[config.mk]
export PLATFORM = sky130hd
export DESIGN_NAME = psx_loader_top
export DESIGN_NICKNAME = d
export VERILOG_FILES = /design/src/design/loader_pkg.sv /design/src/design/psx_loader_top.sv /design/src/design/sdram_write_arbiter.sv /design/src/design/media_mount_ctrl.sv /design/src/design/download_packer.sv /design/src/design/download_tracker.sv
export VERILOG_INCLUDE_DIRS = /design/src /design/src/design
export SDC_FILE = /design/constraint.sdc
export NUM_CORES = 1
export LEC_CHECK = 0
export BUFFER_PORTS_ARGS = -buffer_cell sky130_fd_sc_hd__buf_2
export CAP_MARGIN = 20
export CORE_UTILIZATION = 47
export DETAILED_ROUTE_END_ITERATION = 8
export PLACE_DENSITY = 0.8
export SYNTH_ARGS = -nofsm -noshare
export SYNTH_HDL_FRONTEND = slang
export SYNTH_SLANG_ARGS = --single-unit
export TNS_END_PERCENT = 30
[constraint.sdc]
create_clock -name clk_1x -period 2.42 [get_ports clk_1x]
set_input_delay 0.363 -clock clk_1x [delete_from_list [all_inputs] [get_ports clk_1x]]
set_output_delay 0.363 -clock clk_1x [all_outputs]
set_load 0.02 [all_outputs]
[src/design/loader_consts.svh]
/*
 * Loader constants
 * RAM region bases, download index codes and address width
 */

`ifndef LOADER_CONSTS_SVH
`define LOADER_CONSTS_SVH

// ========================================
// RAM regions, byte addresses
// ========================================
`define BIOS_BASE   27'h0200000
`define EXE_BASE    27'h0400000
`define CD_BASE     27'h0000000

// ========================================
// Download index codes
// ========================================
`define IDX_BIOS    8'd0
`define IDX_EXE     8'd1
// Matched against the low six index bits only
`define IDX_CD      6'd2

`define RAM_ADDR_W  27

`endif
[src/design/loader_pkg.sv]
/*
 * Loader types
 * Vector types, state encodings and bundled buses of the loader
 */
`include "loader_consts.svh"

package loader_pkg;

	typedef logic [`RAM_ADDR_W-1:0] ram_addr_t;
	typedef logic [31:0]            ram_data_t;
	typedef logic [15:0]            host_word_t;
	typedef logic [3:0]             byte_en_t;
	typedef logic [7:0]             dl_index_t;
	typedef logic [63:0]            img_size_t;
	typedef logic [29:0]            cd_size_t;

	typedef enum logic [1:0] {DL_NONE, DL_BIOS, DL_EXE, DL_CD} dl_kind_t;
	typedef enum logic {ARB_CORE, ARB_LOADER} arb_state_t;

	// Host download port
	typedef struct packed {
		logic       download;
		dl_index_t  index;
		ram_addr_t  addr;
		host_word_t data;
		logic       wr;
	} host_dl_t;

	typedef struct packed {
		ram_addr_t addr;
		ram_data_t data;
		byte_en_t  be;
	} ram_wr_req_t;

	typedef struct packed {
		logic     has_cd;
		logic     cd_from_sd;
		cd_size_t cd_size;
		logic     card1_present;
		logic     card2_present;
	} media_status_t;

	// One-cycle memory-card commands
	typedef struct packed {
		logic card1_load;
		logic card2_load;
		logic save;
	} card_cmd_t;

endpackage

[src/design/psx_loader_top.sv]
/*
 * Loader top
 * Download handling, media mount tracking and SDRAM write sharing
 */
module psx_loader_top import loader_pkg::*; (
	input  logic          clk_1x,
	input  logic          rst_n,
	input  host_dl_t      host,
	input  logic          user_reset,
	input  logic [2:0]    img_mounted,
	input  img_size_t     img_size,
	input  logic          card_load_req,
	input  logic          card_save_req,
	input  logic          osd_open,
	input  logic          autosave_en,
	input  ram_wr_req_t   core_wr_req,
	input  logic          core_wr_valid,
	output logic          core_wr_ready,
	output ram_wr_req_t   ram_wr_req,
	output logic          ram_wr_valid,
	input  logic          ram_wr_ready,
	output logic          host_wait,
	output media_status_t media,
	output card_cmd_t     card_cmd,
	output logic          core_hold,
	output logic          exe_start
);

	dl_kind_t    dl_kind;
	cd_size_t    dl_cd_size;
	logic        dl_cd_done;
	ram_wr_req_t loader_req;
	logic        loader_valid;
	logic        loader_ready;

	download_tracker u_tracker (
		.clk_1x     (clk_1x),
		.rst_n      (rst_n),
		.host       (host),
		.user_reset (user_reset),
		.dl_kind    (dl_kind),
		.core_hold  (core_hold),
		.exe_start  (exe_start),
		.dl_cd_size (dl_cd_size),
		.dl_cd_done (dl_cd_done)
	);

	download_packer u_packer (
		.clk_1x    (clk_1x),
		.rst_n     (rst_n),
		.host      (host),
		.dl_kind   (dl_kind),
		.wr_req    (loader_req),
		.wr_valid  (loader_valid),
		.wr_ready  (loader_ready),
		.host_wait (host_wait)
	);

	media_mount_ctrl u_mount (
		.clk_1x        (clk_1x),
		.rst_n         (rst_n),
		.img_mounted   (img_mounted),
		.img_size      (img_size),
		.dl_cd_size    (dl_cd_size),
		.dl_cd_done    (dl_cd_done),
		.card_load_req (card_load_req),
		.card_save_req (card_save_req),
		.osd_open      (osd_open),
		.autosave_en   (autosave_en),
		.media         (media),
		.card_cmd      (card_cmd)
	);

	sdram_write_arbiter u_arbiter (
		.clk_1x       (clk_1x),
		.rst_n        (rst_n),
		.dl_kind      (dl_kind),
		.loader_req   (loader_req),
		.loader_valid (loader_valid),
		.loader_ready (loader_ready),
		.core_req     (core_wr_req),
		.core_valid   (core_wr_valid),
		.core_ready   (core_wr_ready),
		.ram_req      (ram_wr_req),
		.ram_valid    (ram_wr_valid),
		.ram_ready    (ram_wr_ready)
	);

endmodule

[src/design/sdram_write_arbiter.sv]
/*
 * SDRAM write arbiter
 * Gives the single write channel to the loader during downloads and
 * to the core otherwise, switching only between transfers
 */
module sdram_write_arbiter import loader_pkg::*; (
	input  logic        clk_1x,
	input  logic        rst_n,
	input  dl_kind_t    dl_kind,
	input  ram_wr_req_t loader_req,
	input  logic        loader_valid,
	output logic        loader_ready,
	input  ram_wr_req_t core_req,
	input  logic        core_valid,
	output logic        core_ready,
	output ram_wr_req_t ram_req,
	output logic        ram_valid,
	input  logic        ram_ready
);

	arb_state_t owner;
	arb_state_t want;
	logic       pending;

	assign want = (dl_kind != DL_NONE) ? ARB_LOADER : ARB_CORE;

	// A transfer still open after this edge blocks the switch
	assign pending = ram_valid && !ram_ready;

	always_ff @(posedge clk_1x or negedge rst_n) begin
		if (!rst_n)
			owner <= ARB_CORE;
		else if (!pending)
			owner <= want;
	end

	// ========================================
	// Channel mux
	// ========================================
	always_comb begin
		if (owner == ARB_LOADER) begin
			ram_req   = loader_req;
			ram_valid = loader_valid;
		end else begin
			ram_req   = core_req;
			ram_valid = core_valid;
		end
	end

	assign loader_ready = (owner == ARB_LOADER) && ram_ready;
	assign core_ready   = (owner == ARB_CORE) && ram_ready;

endmodule

[src/design/media_mount_ctrl.sv]
/*
 * Media mount control
 * Tracks the CD image and both memory cards, and turns mounts and
 * menu requests into single-cycle memory-card commands
 */
module media_mount_ctrl import loader_pkg::*; (
	input  logic          clk_1x,
	input  logic          rst_n,
	input  logic [2:0]    img_mounted,
	input  img_size_t     img_size,
	input  cd_size_t      dl_cd_size,
	input  logic          dl_cd_done,
	input  logic          card_load_req,
	input  logic          card_save_req,
	input  logic          osd_open,
	input  logic          autosave_en,
	output media_status_t media,
	output card_cmd_t     card_cmd
);

	logic size_nz;
	logic load_q;
	logic save_q;
	logic osd_q;

	assign size_nz = |img_size;

	always_ff @(posedge clk_1x or negedge rst_n) begin
		if (!rst_n) begin
			media    <= '0;
			card_cmd <= '0;
			load_q   <= 1'b0;
			save_q   <= 1'b0;
			osd_q    <= 1'b0;
		end else begin
			card_cmd <= '0;
			load_q   <= card_load_req;
			save_q   <= card_save_req;
			osd_q    <= osd_open;

			// ========================================
			// CD image
			// ========================================
			if (dl_cd_done) begin
				media.has_cd     <= 1'b1;
				media.cd_from_sd <= 1'b0;
				media.cd_size    <= dl_cd_size;
			end
			// SD mount wins over a download ending the same cycle
			if (img_mounted[0]) begin
				if (size_nz) begin
					media.has_cd     <= 1'b1;
					media.cd_from_sd <= 1'b1;
					media.cd_size    <= img_size[29:0];
				end else begin
					media.has_cd <= 1'b0;
				end
			end

			// ========================================
			// Memory cards
			// ========================================
			if (img_mounted[1]) begin
				media.card1_present <= size_nz;
				card_cmd.card1_load <= size_nz;
			end
			if (img_mounted[2]) begin
				media.card2_present <= size_nz;
				card_cmd.card2_load <= size_nz;
			end

			if (card_load_req && !load_q) begin
				card_cmd.card1_load <= 1'b1;
				card_cmd.card2_load <= 1'b1;
			end
			// Opening the menu triggers a save when autosave is on
			if ((card_save_req && !save_q) || (osd_open && !osd_q && autosave_en))
				card_cmd.save <= 1'b1;
		end
	end

endmodule

[src/design/download_packer.sv]
/*
 * Download packer
 * Joins pairs of 16-bit host words into 32-bit RAM write requests
 * placed at the region base, stalling the host until each is taken
 */
`include "loader_consts.svh"

module download_packer import loader_pkg::*; (
	input  logic        clk_1x,
	input  logic        rst_n,
	input  host_dl_t    host,
	input  dl_kind_t    dl_kind,
	output ram_wr_req_t wr_req,
	output logic        wr_valid,
	input  logic        wr_ready,
	output logic        host_wait
);

	ram_addr_t  region_base;
	ram_addr_t  addr_q;
	host_word_t data_lo_q;
	host_word_t data_hi_q;
	logic       accept;
	logic       wr_lo;
	logic       wr_hi;

	always_comb begin
		case (dl_kind)
			DL_BIOS: region_base = `BIOS_BASE;
			DL_EXE:  region_base = `EXE_BASE;
			default: region_base = `CD_BASE;
		endcase
	end

	// Host words only count while a download is active and nothing is queued
	assign accept = host.wr && (dl_kind != DL_NONE) && !wr_valid;
	assign wr_lo  = accept && !host.addr[1];
	assign wr_hi  = accept && host.addr[1];

	// ========================================
	// Request payload
	// ========================================
	always_ff @(posedge clk_1x or negedge rst_n) begin
		if (!rst_n) begin
			data_lo_q <= '0;
			addr_q    <= '0;
			data_hi_q <= '0;
		end else begin
			if (wr_lo) begin
				data_lo_q <= host.data;
				addr_q    <= region_base + host.addr;
			end
			if (wr_hi)
				data_hi_q <= host.data;
		end
	end

	// ========================================
	// Valid handshake
	// ========================================
	always_ff @(posedge clk_1x or negedge rst_n) begin
		if (!rst_n) begin
			wr_valid <= 1'b0;
		end else begin
			if (wr_hi)
				wr_valid <= 1'b1;
			else if (wr_valid && wr_ready)
				wr_valid <= 1'b0;
		end
	end

	assign wr_req.addr = addr_q;
	assign wr_req.data = {data_hi_q, data_lo_q};
	// Full words only
	assign wr_req.be   = 4'b1111;

	// Host held off for as long as a word is queued
	assign host_wait = wr_valid;

endmodule

[src/design/download_tracker.sv]
/*
 * Download tracker
 * Sorts host downloads into BIOS, EXE or CD, holds the core in reset
 * while loading and flags the end of EXE and CD downloads
 */
`include "loader_consts.svh"

module download_tracker import loader_pkg::*; (
	input  logic     clk_1x,
	input  logic     rst_n,
	input  host_dl_t host,
	input  logic     user_reset,
	output dl_kind_t dl_kind,
	output logic     core_hold,
	output logic     exe_start,
	output cd_size_t dl_cd_size,
	output logic     dl_cd_done
);

	dl_kind_t kind_next;
	dl_kind_t kind_prev;
	logic     cd_end;

	// Classify from the index codes
	always_comb begin
		kind_next = DL_NONE;
		if (host.download) begin
			if (host.index == `IDX_BIOS)
				kind_next = DL_BIOS;
			else if (host.index == `IDX_EXE)
				kind_next = DL_EXE;
			else if (host.index[5:0] == `IDX_CD)
				kind_next = DL_CD;
		end
	end

	assign cd_end = (dl_kind == DL_CD) && (kind_next != DL_CD);

	always_ff @(posedge clk_1x or negedge rst_n) begin
		if (!rst_n) begin
			dl_kind    <= DL_NONE;
			kind_prev  <= DL_NONE;
			exe_start  <= 1'b0;
			dl_cd_done <= 1'b0;
		end else begin
			dl_kind    <= kind_next;
			kind_prev  <= dl_kind;
			// One cycle after the kind has dropped out of EXE
			exe_start  <= (kind_prev == DL_EXE) && (dl_kind != DL_EXE);
			dl_cd_done <= cd_end;
		end
	end

	// Last host address of a CD download is its size
	always_ff @(posedge clk_1x or negedge rst_n) begin
		if (!rst_n)
			dl_cd_size <= '0;
		else if (cd_end)
			dl_cd_size <= cd_size_t'(host.addr);
	end

	assign core_hold = user_reset | (dl_kind != DL_NONE);

endmodule

==> flow_metrics.env, run 1 <==
export IMPL_holdCritStartpoint="osd_open"
export IMPL_grt_pass1_vias=5316
export IMPL_io_pins=297
export IMPL_nets=952
export IMPL_path_class="reg2out"
export IMPL_crit_path_max_fanout=35
export IMPL_leakagePower_nw=4.42
export IMPL_syn_area_sq_um=6420
export IMPL_async_reset_ff_share_pct=100
export IMPL_num_antenna_cells=0
export IMPL_synth_top_family_by_area="multiplexers"
export IMPL_multiInputGateArea_sq_um=2900
export IMPL_share_comb_of_total_power_pct=15.7
export IMPL_critPathArrivalTime_ns=1.72
export IMPL_cap_violations=0
export IMPL_relSlewSlack_pct=54.0
export IMPL_drt_iter0_markers=172
export IMPL_rr_worst_depth=7
export IMPL_clockPowerShare_pct=40.5
export IMPL_place_hpwl_um=12700
export IMPL_synth_compound_area_share_pct=1.48
export IMPL_antenna_found_initial=0
export IMPL_grt_max_degree=73
export IMPL_max_freq_ghz=0.480
export IMPL_synthDistinctLibCells=32
export IMPL_post_drt_wl_per_cell_um=17.2
export IMPL_cts_root_buf="clkbuf_16"
export IMPL_status="complete, no violations"
export IMPL_avgSynthCellArea_sq_um=14.3
export IMPL_die_w_um=119
export IMPL_slew_viol_final=0
export IMPL_drc=0
export IMPL_syn_num_nets=644
export IMPL_fillCellCount=987
export IMPL_synth_seq_cells=134
export IMPL_routed_wl_um=16200
export IMPL_pre_cts_slack_ns=0.0139
export IMPL_die_h_um=119
export IMPL_end_kind="primary output"
export IMPL_regToRegStartpoint="u_tracker.dl_kind[0]$_DFF_PN0_"
export IMPL_clock_path_buffers=2
export IMPL_synth_simple_area_share_pct=5.86
export IMPL_fp_row_count=42
export IMPL_vdd_drop_max_mv=0.392
export IMPL_seqPwrFrac_pct=43.8
export IMPL_insertion_delay_ns=0.41
export IMPL_required_ns=2.06
export IMPL_drtPass1Iterations=4
export IMPL_r2r_end="u_packer.addr_q[25]$_DFFE_PN0P_"
export IMPL_hold_viol=0
export IMPL_setup_viol=0
export IMPL_p_int_mw=4.39
export IMPL_synth_top_cell_by_area="dfrtp_1"
export IMPL_whs_ns=0.0737
export IMPL_synthAdderAreaFrac_pct=0.701
export IMPL_cts_tree="done"
export IMPL_numPortBuffers=296
export IMPL_muxShareOfSynthArea_pct=36.3
export IMPL_cts_buffers=17
export IMPL_cts_resized_gates=0
export IMPL_min_period_ns=2.08
export IMPL_drive_above_1_share_pct=71.1
export IMPL_core_area_sq_um=13300
export IMPL_dieArea_sq_um=14100
export IMPL_rrSetupSlack_ns=0.47
export IMPL_grt_pass1_wl_um=26200
export IMPL_synth_top_area_share_pct=52.2
export IMPL_synthCells=449
export IMPL_cts_clk_slew_worst_paths_ns=0.05
export IMPL_synth_area_leaders="dfrtp_1 (52%), mux2_2 (30%), mux2_4 (6.5%), nor4_1 (1.3%), nor4_2 (0.97%)"
export IMPL_swShare_pct=24.5
export IMPL_cp_start_kind="flop"
export IMPL_area_delta_synth_final_pct=35.4
export IMPL_synth_edf_count=0
export IMPL_via_per_inst=5.14
export IMPL_min_to="u_mount.osd_q$_DFF_PN0_"
export IMPL_whs_path_depth=1
export IMPL_grt_use_total_pct=24.2
export IMPL_ant_nets=0
export IMPL_setup_ws_ns=0.339
export IMPL_worst_slew_pin_slew_ns=0.690
export IMPL_num_vias=4854
export IMPL_setup_tns_ns=0
export IMPL_p_per_area_nw_per_um2=668
export IMPL_grt_overflow_total=0
export IMPL_skew_ns=0.00385
export IMPL_yosysSeqAreaShare_pct=52.2
export IMPL_hp_class="in2reg"
export IMPL_switchingPower_mw=1.42
export IMPL_rsz0062_at_grt="no"
export IMPL_start_util_pct=48.3
export IMPL_place_congestion=0.848
export IMPL_ys_warn_count=0
export IMPL_clkSinkCount=134
export IMPL_period_share_pct=86.0
export IMPL_cts_setup_buffers=0
export IMPL_synthXorXnorAreaFrac_pct=0.545
export IMPL_synth_flop_cell="dfrtp_1"
export IMPL_regArea_sq_um=3350
export IMPL_htreeDepth=4
==> critical path, cell delays in order (launching register included) <==
cell and delay, ns:
dfrtp_2 0.36, buf_4 0.37, mux2_2 0.40, buf_2 0.17
==> worst max-delay path by stage <==
stage,from,end,slack [ns]
global route,u_arbiter.owner$_DFFE_PN0N_,ram_wr_req[40],0.27
detailed placement,img_size[8],u_mount.media[22]$_DFF_PN0_,0.01
finish,u_arbiter.owner$_DFFE_PN0N_,ram_wr_req[31],0.34
CTS,u_arbiter.owner$_DFFE_PN0N_,ram_wr_req[31],0.33
global placement,img_size[8],u_mount.media[27]$_DFF_PN0_,0.18
floorplan,img_size[32],u_mount.media[10]$_DFF_PN0_,0.46
==> state kept, by name, indices dropped and copies added, names as in the netlist, 2 cells and up <==
signal / count
u_mount.card_cmd: 3
u_mount.media: 34
u_tracker.kind_prev: 2
u_tracker.dl_kind: 2
u_tracker.dl_cd_size: 27
u_packer.data_lo_q: 16
u_packer.data_hi_q: 16
u_packer.addr_q: 27
==> per-layer routing <==
layer	vias up	wire length, um	track usage [%]	part of all wire (%)
li1	2248	-	-	-
met1	2371	6320	27.8	39
met2	201	8540	42.4	53
met3	34	935	5.99	5.8
met4	0	427	11.2	2.6
met5	-	0	0	0
==> final cells by class <==
type	count	share of cell area (%)
Clock buffer	27	5.67
Clock inverter	4	0.518
Multi-Input combinational cell	283	33.4
Timing Repair Buffer	313	19.0
Tap cell	176	2.53
Inverter	8	0.345
Sequential cell	134	38.6
==> logic make-up (layout without fill, tap and decap cells) <==
| logic type | after synthesis | after routing |
|---|---|---|
| multiplexers | 198 | 198 |
| adder cells (fa/ha/maj) | 3 | 3 |
| AND/OR/NAND/NOR | 61 | 61 |
| flip-flops | 134 | 134 |
| XOR/XNOR | 4 | 4 |
| buffers and inverters | 32 | 352 |
| AO/OA/AOI/OAI | 17 | 17 |
==> power groups by stage <==
stage / clock network (mW) / logic, mW / registers (mW)
4_1_cts: 2.41 / 0.923 / 2.55
6_report: 2.35 / 0.912 / 2.55
3_5_place_dp: 0 / 0.918 / 2.58
3_3_place_gp: 0 / 0.887 / 2.57
5_1_grt: 2.51 / 0.985 / 2.57
2_1_floorplan: 0 / 0.445 / 2.61
==> through the flow <==
step	cells	util (%)	power, mW	cell area (sq um)
5_1_grt	945	65.4	6.07	8700
2_1_floorplan	449	-	3.06	6420
3_5_place_dp	913	61.3	3.50	8150
3_3_place_gp	913	61.3	3.46	8150
4_1_cts	945	65.4	5.88	8700
6_report	945	65.4	5.81	8700
==> layout by cell type (no fill, tap or decap), types with 2 or more instances in the layout <==
cell type,netlist,layout
buf_2,6,295
mux2_2,170,170
dfrtp_1,134,133
mux2_4,28,28
clkbuf_16,0,17
nor4_1,13,13
buf_4,0,13
nor2_1,10,10
inv_1,8,8
nor2b_1,8,8
a21oi_1,8,8
clkbuf_1,9,7
o21ai_0,6,6
nand2_1,6,6
nor4_2,5,5
or2_2,4,4
nand4_1,4,4
nand2b_1,4,3
clkinv_2,0,3
clkbuf_8,0,3
buf_12,3,3
nand3b_1,2,2
xor2_1,2,2
xnor2_1,2,2
ha_1,2,2
==> synth_stat cells, types with 2 or more instances <==
library cell  number
mux2_2           170
dfrtp_1          134
mux2_4            28
nor4_1            13
nor2_1            10
clkbuf_1           9
a21oi_1            8
inv_1              8
nor2b_1            8
buf_2              6
nand2_1            6
o21ai_0            6
buf_1              5
nor4_2             5
nand2b_1           4
nand4_1            4
or2_2              4
buf_12             3
ha_1               2
nand3b_1           2
xnor2_1            2
xor2_1             2
==> timing repair <==
action	in CTS	in global routing
endpoints found under the setup margin	0	0
endpoints found under the hold margin	45	0
hold buffers	1	0
(Power assumes the default switching activity.)
==> inputs of run 2 (changes only) <==
CORE_MARGIN = 3   (was default)
==> run 2 against run 1 <==
First-iteration DRC count increased by 7.0%. Utilization is 0.64 points higher. Final cell count is 0.42% lower. Clock skew increased by 0.0028 ns. Flip-flop and latch count is the same. Die area up 6.8%. Via count decreased by 1.5%. Sequential share of layout area shrank 0.37 points. Register-to-register slack better by 0.10 ns. Critical path type unchanged. Largest power group is now the clock network.
==> flow_metrics.env, run 2 (synthesis results as in run 1) <==
export IMPL_min_period_ns=2.18
export IMPL_antenna_found_initial=0
export IMPL_mostFrequentLayoutCell="buf_2"
export IMPL_io_pins=297
export IMPL_cts_setup_buffers=0
export IMPL_status="complete, no violations"
export IMPL_drtPass1Iterations=4
export IMPL_nets=947
export IMPL_fp_row_count=42
export IMPL_die_w_um=123
export IMPL_path_class="reg2out"
export IMPL_dieArea_sq_um=15100
export IMPL_gr_usage_met1_pct=25.8
export IMPL_top_register="u_mount.media"
export IMPL_via_per_inst=5.08
export IMPL_cap_violations=0
export IMPL_holdCritStartpoint="card_load_req"
export IMPL_ant_nets=0
export IMPL_cts_buffers=17
export IMPL_grt_max_degree=71
export IMPL_crit_path_max_fanout=63
export IMPL_numPortBuffers=296
export IMPL_p_per_area_nw_per_um2=698
export IMPL_rr_worst_depth=7
export IMPL_rrSetupSlack_ns=0.57
export IMPL_cp_start_kind="flop"
export IMPL_clock_path_buffers=2
export IMPL_start_util_pct=48.3
export IMPL_setup_tns_ns=0
export IMPL_cts_clk_slew_worst_paths_ns=0.05
export IMPL_period_share_pct=90.1
export IMPL_core_area_sq_um=13300
export IMPL_worst_slew_pin_slew_ns=0.664
export IMPL_max_freq_ghz=0.459
export IMPL_gr_usage_met2_pct=40.1
export IMPL_grt_use_total_pct=22.7
export IMPL_routed_wl_um=17000
export IMPL_vdd_drop_max_mv=0.395
export IMPL_leakagePower_nw=4.43
export IMPL_end_kind="primary output"
export IMPL_grt_pass1_vias=5184
export IMPL_place_hpwl_um=13200
export IMPL_drc=0
export IMPL_cts_resized_gates=0
export IMPL_largest_reg_flops=34
export IMPL_clkSinkCount=134
export IMPL_busiest_layer="met2"
export IMPL_relSlewSlack_pct=55.7
export IMPL_place_congestion=0.824
export IMPL_layout_common_cells="buf_2 (295), mux2_2 (170), dfrtp_1 (133)"
export IMPL_skew_ns=0.00668
export IMPL_stdcell_count=941
export IMPL_r2r_end="u_packer.addr_q[25]$_DFFE_PN0P_"
export IMPL_drive_above_1_share_pct=71.8
export IMPL_whs_ns=0.0719
export IMPL_cts_tree="done"
export IMPL_critPathArrivalTime_ns=1.82
export IMPL_largest_registers="u_mount.media: 34 flops, u_packer.addr_q: 27 flops, u_tracker.dl_cd_size: 27 flops"
export IMPL_regToRegStartpoint="u_tracker.dl_kind[0]$_DFF_PN0_"
export IMPL_num_vias=4783
export IMPL_required_ns=2.06
export IMPL_post_drt_wl_per_cell_um=18.1
export IMPL_insertion_delay_ns=0.41
export IMPL_place_inst=908
export IMPL_finalPower_mw=6.13
export IMPL_cts_root_buf="clkbuf_16"
export IMPL_setup_ws_ns=0.241
export IMPL_met3_usage_pct=5.31
export IMPL_drt_iter0_markers=184
export IMPL_crit_end="ram_wr_req[31]"
export IMPL_slew_viol_final=0
export IMPL_rsz0062_at_grt="no"
export IMPL_hold_buffers=1
export IMPL_hp_class="in2reg"
export IMPL_startpoint="u_arbiter.owner$_DFFE_PN0N_"
export IMPL_setup_viol=0
export IMPL_pre_cts_slack_ns=0.0488
export IMPL_grt_overflow_total=0
export IMPL_htreeDepth=4
export IMPL_area_delta_synth_final_pct=36.8
export IMPL_die_h_um=123
export IMPL_grt_pass1_wl_um=25800
export IMPL_hold_viol=0
export IMPL_num_antenna_cells=0
## run 2: changes by cell type in the layout (fill, tap and decap cells not counted), sizes merged
cell,before,now
clkbuf,27,19
buf,312,307
bufinv,1,4
clkinv,3,6
clkinvlp,0,3
## run 2: final cells by class
type                            instances  area (sq um)
Clock buffer                           19           443
Clock inverter                         13           180
Fill cell                             976          4510
Inverter                                8          30.0
Multi-Input combinational cell        283          2900
Sequential cell                       134          3350
Tap cell                              176           220
Timing Repair Buffer                  308          1660
## run 2: power breakdown
part / leakage [nW] / internal, mW / switching (mW)
logic: 2.41 / 0.468 / 0.444
registers: 1.72 / 2.43 / 0.107
clock network: 0.299 / 1.74 / 0.933
## run 2: critical path: stages (launching register included)
cell,delay [ns]
dfrtp_2,0.48
buf_12,0.33
mux2_2,0.38
buf_2,0.16
## run 2: metal layers
metal  wire [um]  up-vias  share of wire [%]
li1            -     2239                  -
met5           0        -                  0
met1        6590     2327                 39
met4         512        0                3.0
met3        1070       32                6.3
met2        8850      185                 52
## run 2: worst min-delay path by stage
stage | endpoint | slack [ns] | cells past startpoint
after floorplan | u_arbiter.owner$_DFFE_PN0N_ | 0.07 | 0
after global placement | u_tracker.exe_start$_DFF_PN0_ | 0.39 | 1
after detailed placement | u_tracker.exe_start$_DFF_PN0_ | 0.39 | 1
after CTS | u_mount.save_q$_DFF_PN0_ | 0.05 | 1
after global routing | u_mount.save_q$_DFF_PN0_ | 0.05 | 1
final | u_mount.load_q$_DFF_PN0_ | 0.07 | 1
## run 2: metrics by stage
stage               utilization [%]  area, sq um
floorplan                         -         6420
global placement               61.3         8150
detailed placement             61.3         8150
CTS                            66.1         8780
global route                   66.1         8780
finish                         66.1         8780
